### config.mk
export PLATFORM = sky130hd
export DESIGN_NAME = bp_top
export DESIGN_NICKNAME = d
export VERILOG_FILES = /design/src/rtl/bp_pkg.sv /design/src/rtl/bp_top.sv /design/src/rtl/global_history.sv /design/src/rtl/sat_counter_table.sv /design/src/rtl/table_init_fsm.sv /design/src/rtl/tournament_predictor.sv
export SDC_FILE = /design/constraint.sdc
export NUM_CORES = 1
export LEC_CHECK = 0
export BUFFER_PORTS_ARGS = -buffer_cell sky130_fd_sc_hd__buf_4
export CORE_ASPECT_RATIO = 0.9
export CORE_UTILIZATION = 37
export DETAILED_ROUTE_END_ITERATION = 6
export GPL_TIMING_DRIVEN = 0
export SYNTH_ARGS = -nofsm -noshare
export SYNTH_HDL_FRONTEND = slang
export SYNTH_HIERARCHICAL = 1
export SYNTH_SLANG_ARGS = --single-unit
### constraint.sdc
create_clock -name clk -period 5.7 [get_ports clk]
set_clock_uncertainty 0.2 [all_clocks]
set_input_delay 0 -clock clk [delete_from_list [all_inputs] [get_ports clk]]
set_output_delay 0 -clock clk [all_outputs]
set_load 0.01 [all_outputs]
### src/rtl/bp_pkg.sv
package bp_pkg;

   ////////////////////////////////////////////////////////////
   // Fetch group and history sizes
   ////////////////////////////////////////////////////////////

   localparam int SLOTS    = 2;   // Instructions per fetch group
   localparam int HIST_MAX = 16;  // Widest history a table can hash with

   typedef logic [HIST_MAX-1:0] ghist_t;

   ////////////////////////////////////////////////////////////
   // Counter encodings
   ////////////////////////////////////////////////////////////

   // Upper bit is the taken prediction
   typedef enum logic [1:0] {
      STRONG_NT = 2'b00,
      WEAK_NT   = 2'b01,
      WEAK_T    = 2'b10,
      STRONG_T  = 2'b11
   } dir_ctr_e;

   // Upper bit selects the gshare component
   typedef enum logic [1:0] {
      STRONG_BIMODAL = 2'b00,
      WEAK_BIMODAL   = 2'b01,
      WEAK_GSHARE    = 2'b10,
      STRONG_GSHARE  = 2'b11
   } sel_ctr_e;

   ////////////////////////////////////////////////////////////
   // Fetch, prediction and update bundles
   ////////////////////////////////////////////////////////////

   typedef struct packed {
      logic                    valid;
      logic [SLOTS-1:0][31:0]  pc;
      logic [SLOTS-1:0]        is_branch;
   } fetch_s;

   // Everything training needs to know about one prediction
   typedef struct packed {
      ghist_t ghist;       // History this slot hashed with
      logic   bim_taken;
      logic   gsh_taken;
      logic   use_gshare;
   } ckpt_s;

   typedef struct packed {
      logic  taken;
      ckpt_s ckpt;
   } pred_s;

   typedef struct packed {
      logic        valid;
      logic [31:0] pc;
      logic        taken;        // Resolved outcome
      ckpt_s       ckpt;
   } update_s;

endpackage

### src/rtl/bp_top.sv
module bp_top #(
      parameter int ENTRIES = 32
   )(
      input  logic                              clk,
      input  logic                              reset,
      input  bp_pkg::fetch_s                    fetch_i,
      input  bp_pkg::update_s                   update_i,
      output bp_pkg::pred_s [bp_pkg::SLOTS-1:0] pred_o,
      output logic                              ready_o
   );

   import bp_pkg::*;

   localparam int IW = $clog2(ENTRIES);

   logic                      init_en;
   logic [IW-1:0]             init_idx;
   logic                      ready;
   ghist_t                    ghist_q;
   logic [1:0]                shift_cnt;
   logic [1:0]                shift_bits;
   logic                      recover;
   ghist_t                    restore;
   logic [SLOTS-1:0][IW-1:0]  pc_idx;
   logic [SLOTS-1:0][IW-1:0]  gsh_idx;
   dir_ctr_e                  bim_ctr [SLOTS];
   dir_ctr_e                  gsh_ctr [SLOTS];
   sel_ctr_e                  sel_ctr [SLOTS];
   logic                      dir_wr_en;
   logic                      dir_wr_up;
   logic [IW-1:0]             pc_wr_idx;
   logic [IW-1:0]             gsh_wr_idx;
   logic                      sel_wr_en;
   logic                      sel_wr_up;

   table_init_fsm #(.ENTRIES(ENTRIES)) init_fsm (
      .clk, .reset,
      .init_en_o  (init_en),
      .init_idx_o (init_idx),
      .ready_o    (ready)
   );

   global_history #(.HIST_W(IW)) ghist (
      .clk, .reset,
      .shift_cnt_i  (shift_cnt),
      .shift_bits_i (shift_bits),
      .recover_i    (recover),
      .restore_i    (restore),
      .ghist_o      (ghist_q)
   );

   tournament_predictor #(.ENTRIES(ENTRIES)) predictor (
      .clk, .reset,
      .ready_i (ready), .ghist_i (ghist_q),
      .fetch_i, .update_i, .pred_o,
      .shift_cnt_o (shift_cnt), .shift_bits_o (shift_bits),
      .recover_o (recover), .restore_o (restore),
      .pc_idx_o (pc_idx), .gsh_idx_o (gsh_idx),
      .bim_ctr_i (bim_ctr), .gsh_ctr_i (gsh_ctr), .sel_ctr_i (sel_ctr),
      .dir_wr_en_o (dir_wr_en), .dir_wr_up_o (dir_wr_up),
      .pc_wr_idx_o (pc_wr_idx), .gsh_wr_idx_o (gsh_wr_idx),
      .sel_wr_en_o (sel_wr_en), .sel_wr_up_o (sel_wr_up)
   );

   ////////////////////////////////////////////////////////////
   // Counter tables
   ////////////////////////////////////////////////////////////

   sat_counter_table #(.ENTRIES(ENTRIES), .CTR_T(dir_ctr_e), .INIT_VAL(WEAK_NT)) bim_tbl (
      .clk, .reset,
      .rd_idx_i (pc_idx), .rd_ctr_o (bim_ctr),
      .wr_en_i (dir_wr_en), .wr_idx_i (pc_wr_idx), .wr_up_i (dir_wr_up),
      .init_en_i (init_en), .init_idx_i (init_idx)
   );

   sat_counter_table #(.ENTRIES(ENTRIES), .CTR_T(dir_ctr_e), .INIT_VAL(WEAK_NT)) gsh_tbl (
      .clk, .reset,
      .rd_idx_i (gsh_idx), .rd_ctr_o (gsh_ctr),
      .wr_en_i (dir_wr_en), .wr_idx_i (gsh_wr_idx), .wr_up_i (dir_wr_up),
      .init_en_i (init_en), .init_idx_i (init_idx)
   );

   // Chooser starts out trusting bimodal
   sat_counter_table #(.ENTRIES(ENTRIES), .CTR_T(sel_ctr_e), .INIT_VAL(STRONG_BIMODAL)) sel_tbl (
      .clk, .reset,
      .rd_idx_i (pc_idx), .rd_ctr_o (sel_ctr),
      .wr_en_i (sel_wr_en), .wr_idx_i (pc_wr_idx), .wr_up_i (sel_wr_up),
      .init_en_i (init_en), .init_idx_i (init_idx)
   );

   assign ready_o = ready;

endmodule

### src/rtl/global_history.sv
module global_history #(
      parameter int HIST_W = 5    // Bits actually kept
   )(
      input  logic           clk,
      input  logic           reset,

      // Speculative shift, bit 0 goes in first
      input  logic [1:0]     shift_cnt_i,
      input  logic [1:0]     shift_bits_i,

      // Misprediction repair
      input  logic           recover_i,
      input  bp_pkg::ghist_t restore_i,

      output bp_pkg::ghist_t ghist_o
   );

   import bp_pkg::*;

   localparam ghist_t HIST_MASK = ghist_t'((64'd1 << HIST_W) - 1);

   ghist_t ghist_q;
   ghist_t ghist_d;

   always_comb begin
      ghist_d = ghist_q;
      if (recover_i) begin
         ghist_d = restore_i;               // Repair beats any shift
      end else begin
         case (shift_cnt_i)
            2'd1:    ghist_d = {ghist_q[HIST_MAX-2:0], shift_bits_i[0]};
            2'd2:    ghist_d = {ghist_q[HIST_MAX-3:0], shift_bits_i[0], shift_bits_i[1]};
            default: ghist_d = ghist_q;
         endcase
      end
      ghist_d = ghist_d & HIST_MASK;
   end

   always_ff @(posedge clk or negedge reset) begin
      if (!reset) begin
         ghist_q <= '0;
      end else begin
         ghist_q <= ghist_d;
      end
   end

   assign ghist_o = ghist_q;

   // Two slots per group, so never more than two new bits
   a_shift_range : assert property (
      @(posedge clk) disable iff (!reset)
      shift_cnt_i <= 2'd2
   ) else $error("history shift count above two");

endmodule

### src/rtl/sat_counter_table.sv
module sat_counter_table #(
      parameter int  ENTRIES  = 32,
      parameter type CTR_T    = logic [1:0],
      parameter CTR_T INIT_VAL = CTR_T'(0)
   )(
      input  logic                                        clk,
      input  logic                                        reset,

      // Prediction side, one port per fetch slot
      input  logic [bp_pkg::SLOTS-1:0][$clog2(ENTRIES)-1:0] rd_idx_i,
      output CTR_T                                        rd_ctr_o [bp_pkg::SLOTS],

      // Training side
      input  logic                                        wr_en_i,
      input  logic [$clog2(ENTRIES)-1:0]                  wr_idx_i,
      input  logic                                        wr_up_i,    // Step up when set

      // Sweep after reset
      input  logic                                        init_en_i,
      input  logic [$clog2(ENTRIES)-1:0]                  init_idx_i
   );

   import bp_pkg::*;

   localparam int CW = $bits(CTR_T);

   CTR_T          ctr_mem [ENTRIES];
   logic [CW-1:0] cur_val;
   logic [CW-1:0] nxt_val;

   ////////////////////////////////////////////////////////////
   // Combinational reads
   ////////////////////////////////////////////////////////////

   for (genvar s = 0; s < SLOTS; s++) begin : g_rd
      assign rd_ctr_o[s] = ctr_mem[rd_idx_i[s]];
   end

   ////////////////////////////////////////////////////////////
   // Saturating read-modify-write
   ////////////////////////////////////////////////////////////

   always_comb begin
      cur_val = ctr_mem[wr_idx_i];
      nxt_val = cur_val;
      if (wr_up_i) begin
         if (cur_val != {CW{1'b1}})
            nxt_val = cur_val + 1'b1;       // Stop at the strong top state
      end else begin
         if (cur_val != {CW{1'b0}})
            nxt_val = cur_val - 1'b1;       // Stop at the strong bottom state
      end
   end

   // Contents come from the init sweep
   always_ff @(posedge clk) begin
      if (init_en_i) begin
         ctr_mem[init_idx_i] <= INIT_VAL;
      end else if (wr_en_i) begin
         ctr_mem[wr_idx_i] <= CTR_T'(nxt_val);
      end
   end

   // Training only starts once the sweep has finished
   a_no_train_during_init : assert property (
      @(posedge clk) disable iff (!reset)
      !(wr_en_i && init_en_i)
   ) else $error("table write during init sweep");

endmodule

### src/rtl/table_init_fsm.sv
module table_init_fsm #(
      parameter int ENTRIES = 32
   )(
      input  logic                       clk,
      input  logic                       reset,
      output logic                       init_en_o,
      output logic [$clog2(ENTRIES)-1:0] init_idx_o,
      output logic                       ready_o
   );

   localparam int IW = $clog2(ENTRIES);

   typedef enum logic {
      SWEEP,
      READY
   } state_e;

   state_e        state_q;
   logic [IW-1:0] idx_q;       // Entry written this cycle

   ////////////////////////////////////////////////////////////
   // Sweep every table entry once, then stay ready
   ////////////////////////////////////////////////////////////

   always_ff @(posedge clk or negedge reset) begin
      if (!reset) begin
         state_q <= SWEEP;
         idx_q   <= '0;
      end else begin
         case (state_q)
            SWEEP: begin
               if (idx_q == IW'(ENTRIES - 1)) begin
                  state_q <= READY;          // Last entry goes out this edge
               end else begin
                  idx_q <= idx_q + 1'b1;
               end
            end
            default: state_q <= READY;      // Held until the next reset
         endcase
      end
   end

   assign init_en_o  = (state_q == SWEEP);
   assign init_idx_o = idx_q;
   assign ready_o    = (state_q == READY);

   // Matters when ENTRIES is not a power of two
   a_idx_in_range : assert property (
      @(posedge clk) disable iff (!reset)
      init_en_o |-> (init_idx_o < ENTRIES)
   ) else $error("init index past table end");

endmodule

### src/rtl/tournament_predictor.sv
module tournament_predictor #(
      parameter int ENTRIES = 32
   )(
      input  logic                                          clk,
      input  logic                                          reset,
      input  logic                                          ready_i,
      input  bp_pkg::ghist_t                                ghist_i,

      input  bp_pkg::fetch_s                                fetch_i,
      input  bp_pkg::update_s                               update_i,
      output bp_pkg::pred_s [bp_pkg::SLOTS-1:0]             pred_o,

      // History control
      output logic [1:0]                                    shift_cnt_o,
      output logic [1:0]                                    shift_bits_o,
      output logic                                          recover_o,
      output bp_pkg::ghist_t                                restore_o,

      // Table reads, bimodal and chooser share the pc index
      output logic [bp_pkg::SLOTS-1:0][$clog2(ENTRIES)-1:0] pc_idx_o,
      output logic [bp_pkg::SLOTS-1:0][$clog2(ENTRIES)-1:0] gsh_idx_o,
      input  bp_pkg::dir_ctr_e                              bim_ctr_i [bp_pkg::SLOTS],
      input  bp_pkg::dir_ctr_e                              gsh_ctr_i [bp_pkg::SLOTS],
      input  bp_pkg::sel_ctr_e                              sel_ctr_i [bp_pkg::SLOTS],

      // Table writes
      output logic                                          dir_wr_en_o,
      output logic                                          dir_wr_up_o,
      output logic [$clog2(ENTRIES)-1:0]                    pc_wr_idx_o,
      output logic [$clog2(ENTRIES)-1:0]                    gsh_wr_idx_o,
      output logic                                          sel_wr_en_o,
      output logic                                          sel_wr_up_o
   );

   import bp_pkg::*;

   localparam int     IW        = $clog2(ENTRIES);
   localparam ghist_t HIST_MASK = ghist_t'((64'd1 << IW) - 1);

   ghist_t           slot_hist [SLOTS];   // History each slot hashes with
   logic [SLOTS-1:0] slot_br;             // Valid branch in this slot
   logic [SLOTS-1:0] slot_taken;
   logic             upd_en;
   logic             upd_chosen;

   ////////////////////////////////////////////////////////////
   // Per-slot hashing and selection
   ////////////////////////////////////////////////////////////

   for (genvar s = 0; s < SLOTS; s++) begin : g_slot
      logic bim_t;
      logic gsh_t;
      logic use_gsh;

      if (s == 0) begin : g_head
         assign slot_hist[s] = ghist_i;
      end else begin : g_chain
         // Earlier branch in the group already moved the history
         assign slot_hist[s] = slot_br[s-1] ?
                               ({slot_hist[s-1][HIST_MAX-2:0], slot_taken[s-1]} & HIST_MASK) :
                               slot_hist[s-1];
      end

      assign slot_br[s]   = fetch_i.valid & fetch_i.is_branch[s];
      assign pc_idx_o[s]  = fetch_i.pc[s][IW+1:2];
      assign gsh_idx_o[s] = fetch_i.pc[s][IW+1:2] ^ slot_hist[s][IW-1:0];

      assign bim_t   = bim_ctr_i[s] inside {WEAK_T, STRONG_T};
      assign gsh_t   = gsh_ctr_i[s] inside {WEAK_T, STRONG_T};
      assign use_gsh = sel_ctr_i[s] inside {WEAK_GSHARE, STRONG_GSHARE};

      assign slot_taken[s] = ready_i & fetch_i.is_branch[s] & (use_gsh ? gsh_t : bim_t);

      assign pred_o[s] = '{taken: slot_taken[s],
                           ckpt:  '{ghist:      slot_hist[s],
                                    bim_taken:  bim_t,
                                    gsh_taken:  gsh_t,
                                    use_gshare: use_gsh}};
   end

   ////////////////////////////////////////////////////////////
   // Training
   ////////////////////////////////////////////////////////////

   assign upd_en     = update_i.valid & ready_i;
   assign upd_chosen = update_i.ckpt.use_gshare ? update_i.ckpt.gsh_taken :
                                                  update_i.ckpt.bim_taken;

   assign dir_wr_en_o  = upd_en;              // Both direction tables follow the outcome
   assign dir_wr_up_o  = update_i.taken;
   assign pc_wr_idx_o  = update_i.pc[IW+1:2];
   assign gsh_wr_idx_o = update_i.pc[IW+1:2] ^ update_i.ckpt.ghist[IW-1:0];

   // Chooser only learns when the components disagreed
   assign sel_wr_en_o = upd_en & (update_i.ckpt.bim_taken != update_i.ckpt.gsh_taken);
   assign sel_wr_up_o = (update_i.ckpt.gsh_taken == update_i.taken);

   ////////////////////////////////////////////////////////////
   // History control
   ////////////////////////////////////////////////////////////

   assign recover_o = upd_en & (update_i.taken != upd_chosen);
   assign restore_o = {update_i.ckpt.ghist[HIST_MAX-2:0], update_i.taken};

   always_comb begin
      shift_cnt_o  = 2'd0;
      shift_bits_o = slot_br[0] ? {slot_taken[1], slot_taken[0]} : {1'b0, slot_taken[1]};
      if (fetch_i.valid && ready_i && !recover_o)
         shift_cnt_o = 2'(slot_br[0]) + 2'(slot_br[1]);   // Packed toward bit 0
   end

   // History register must still be clear until tables are live
   a_quiet_until_ready : assert property (
      @(posedge clk) disable iff (!reset)
      !ready_i |-> (!recover_o && (ghist_i == '0))
   ) else $error("history activity before ready");

endmodule

==> flow_summary.json <==
{
  "area_delta_synth_final_pct": 16.5,
  "synth.cell_area_um2": 11800,
  "cts_tree": "yes",
  "core-area_um2": 31100,
  "startpoint_type": "flop",
  "drtIter0Drc": 909,
  "cpMostUsedCell": "mux2_4",
  "status": "complete, no violations",
  "crit_required_ns": 5.91,
  "drc": 0,
  "final_hold_viol_count": 0,
  "fmaxAchievable_ghz": 0.176,
  "clock_sinks": 203,
  "cp.arrival_ns": 5.88,
  "hold_ws_ns": 0.166,
  "vdd_drop_max_uv": 238,
  "grt_start_max_net_pins": 33,
  "die_y_um": 171,
  "die_w_um": 190,
  "drtPass1Iterations": 5,
  "synth_warnings": 6,
  "fp.dieArea_um2": 32500,
  "start_util": 0.379,
  "clock_path_buffers": 3,
  "clock_latency_ns": 0.53,
  "place_hpwl_um": 23000,
  "slowest_delay_ns": 0.51,
  "cp_top_family": "multiplexers",
  "ios": 163,
  "placed_area_um2": 12700,
  "crit_type": "reg2reg",
  "postRouteAntennaNets": 0,
  "diodes": 0,
  "routed-via-count": 7840,
  "syn-instance-count": 865,
  "fin_area_um2": 13700,
  "max_slew_margin": 0.0791,
  "port-buffer-count": 48,
  "clockRootBuffer": "clkbuf_16",
  "grt_pass1_vias": 7557,
  "cts_buffers": 22,
  "powerDensity_nw_per_um2": 298,
  "rows": 61,
  "grt_overflow": 0,
  "crit_slowest_cell": "mux4_2",
  "wirelength_um": 31600,
  "grt_usage": 0.194,
  "syn-mean-instance-area_um2": 13.6,
  "vias_per_cell": 5.62,
  "rsz0062_at_grt": "yes",
  "num-nets-final": 1096,
  "htree_levels": 1,
  "drive_gt1_frac": 0.284,
  "cellLeakagePower_uw": 0.00494,
  "slew_violations": 0,
  "total_power_uw": 4090,
  "hold_class": "in2reg",
  "place.gp.congestion": 0.880,
  "crit_fanout": 5,
  "setup_violations": 0,
  "worst_pin_slew_ns": 1.37,
  "cp-end-kind": "flop",
  "avgRoutedWirePerCell_um": 22.7,
  "clk_pin_slew_ns": 0.06,
  "cap_violations": 0,
  "min_period_ns": 5.67,
  "grt_pass1_wl_um": 46700,
  "antenna_found_initial": 0,
  "crit_chain": "xor2_1, buf_6, buf_8, mux4_2, mux4_2, mux2_4, mux2_4, a22o_4, xor2_2, buf_6, buf_8, mux4_2, mux4_2, mux2_4, mux2_4, nand3_4, o21ai_4, mux2_4, a221o_1",
  "crit_buf_inv": 4,
  "fin_crit_sh": 0.995
}
where the power goes:
part / internal, uW / switching, uW
clock network: 848 / 586
registers: 1690 / 24.7
logic: 481 / 464
total: 3010 / 1070
placed cells by master, fill, tap and decap left out, drive strengths merged, types with 21 or more instances in the layout:
master    n
nand2    52
mux2     24
edfxtp  192
a22oi    21
mux4     76
buf     144
clkbuf   51
mux2i    78
nand3    23
nor2    112
flip-flops by register name, indices dropped and copies added, names as in the netlist:
name	cells
gsh_tbl/ctr_mem	64
init_fsm/ready_o	1
bim_tbl/ctr_mem	64
init_fsm/init_idx_o	5
sel_tbl/ctr_mem	64
ghist/ghist_o	5
cell type report:
| type | instances | area, um^2 |
|---|---|---|
| well taps | 409 | 512 |
| inverters | 12 | 47.5 |
| repair buffers | 72 | 606 |
| clock buffers | 25 | 562 |
| multi-input cells | 548 | 4980 |
| clock inverters | 15 | 166 |
| flip-flops and latches | 203 | 6040 |
| plain buffers | 112 | 792 |
| fillers | 2812 | 17400 |
stage by stage:
step                utilization  std cells  setup slack, ns  setup TNS (ns)
floorplan                     -        875           0.0550               0
global route              0.441       1396           -0.120          -0.309
finish                    0.441       1396           0.0269               0
global placement          0.408       1332           -0.476          -0.878
detailed placement        0.410       1336           -0.464          -0.865
CTS                       0.441       1396          0.00885               0
repair_timing:
| item | CTS | global route |
|---|---|---|
| setup buffers | 6 | 0 |
| hold buffers | 14 | 0 |
| pin swaps | 7 | 3 |
| hold endpoints to repair | 31 | 0 |
| resized for setup | 19 | 2 |
| setup endpoints to repair | 4 | 3 |
worst register-to-register path, stage by stage (launching register included):
cell	delay, ns
dfrtp_2	0.42
xor2_1	0.18
buf_6	0.13
buf_8	0.12
mux4_2	0.51
mux4_2	0.49
mux2_4	0.28
mux2_4	0.29
a22o_4	0.24
xor2_2	0.14
buf_6	0.13
buf_8	0.12
mux4_2	0.52
mux4_2	0.50
mux2_4	0.28
mux2_4	0.27
nand3_4	0.10
o21ai_4	0.07
mux2_4	0.27
a221o_1	0.29
metal layers:
metal  share of wire  wire length [um]  vias to the layer above  global-route usage
li1                -                 -                     3471                   -
met1            0.44             14000                     3919               0.281
met2            0.44             14000                      391               0.292
met3           0.090              2840                       59              0.0388
met4           0.026               810                        0              0.0568
met5               0                 0                        -                   0
final timing paths:
| check | cells past startpoint | from | end | slack (ns) |
|---|---|---|---|---|
| min in group asynchronous | 3 | reset | ghist/ghist_o[3] | 0.35 |
| worst max-delay path | 19 | ghist/ghist_o[0] | ghist/ghist_o[1] | 0.03 |
| worst min register to register | 1 | init_fsm/init_idx_o[2] | init_fsm/init_idx_o[2] | 0.49 |
| worst min-delay path | 6 | update_i[7] | gsh_tbl/ctr_mem[22][0] | 0.17 |
| worst max register to register | 19 | ghist/ghist_o[0] | ghist/ghist_o[1] | 0.03 |
| max in group asynchronous | 3 | reset | ghist/ghist_o[0] | 4.54 |
Power figures use the tool's default switching activity.
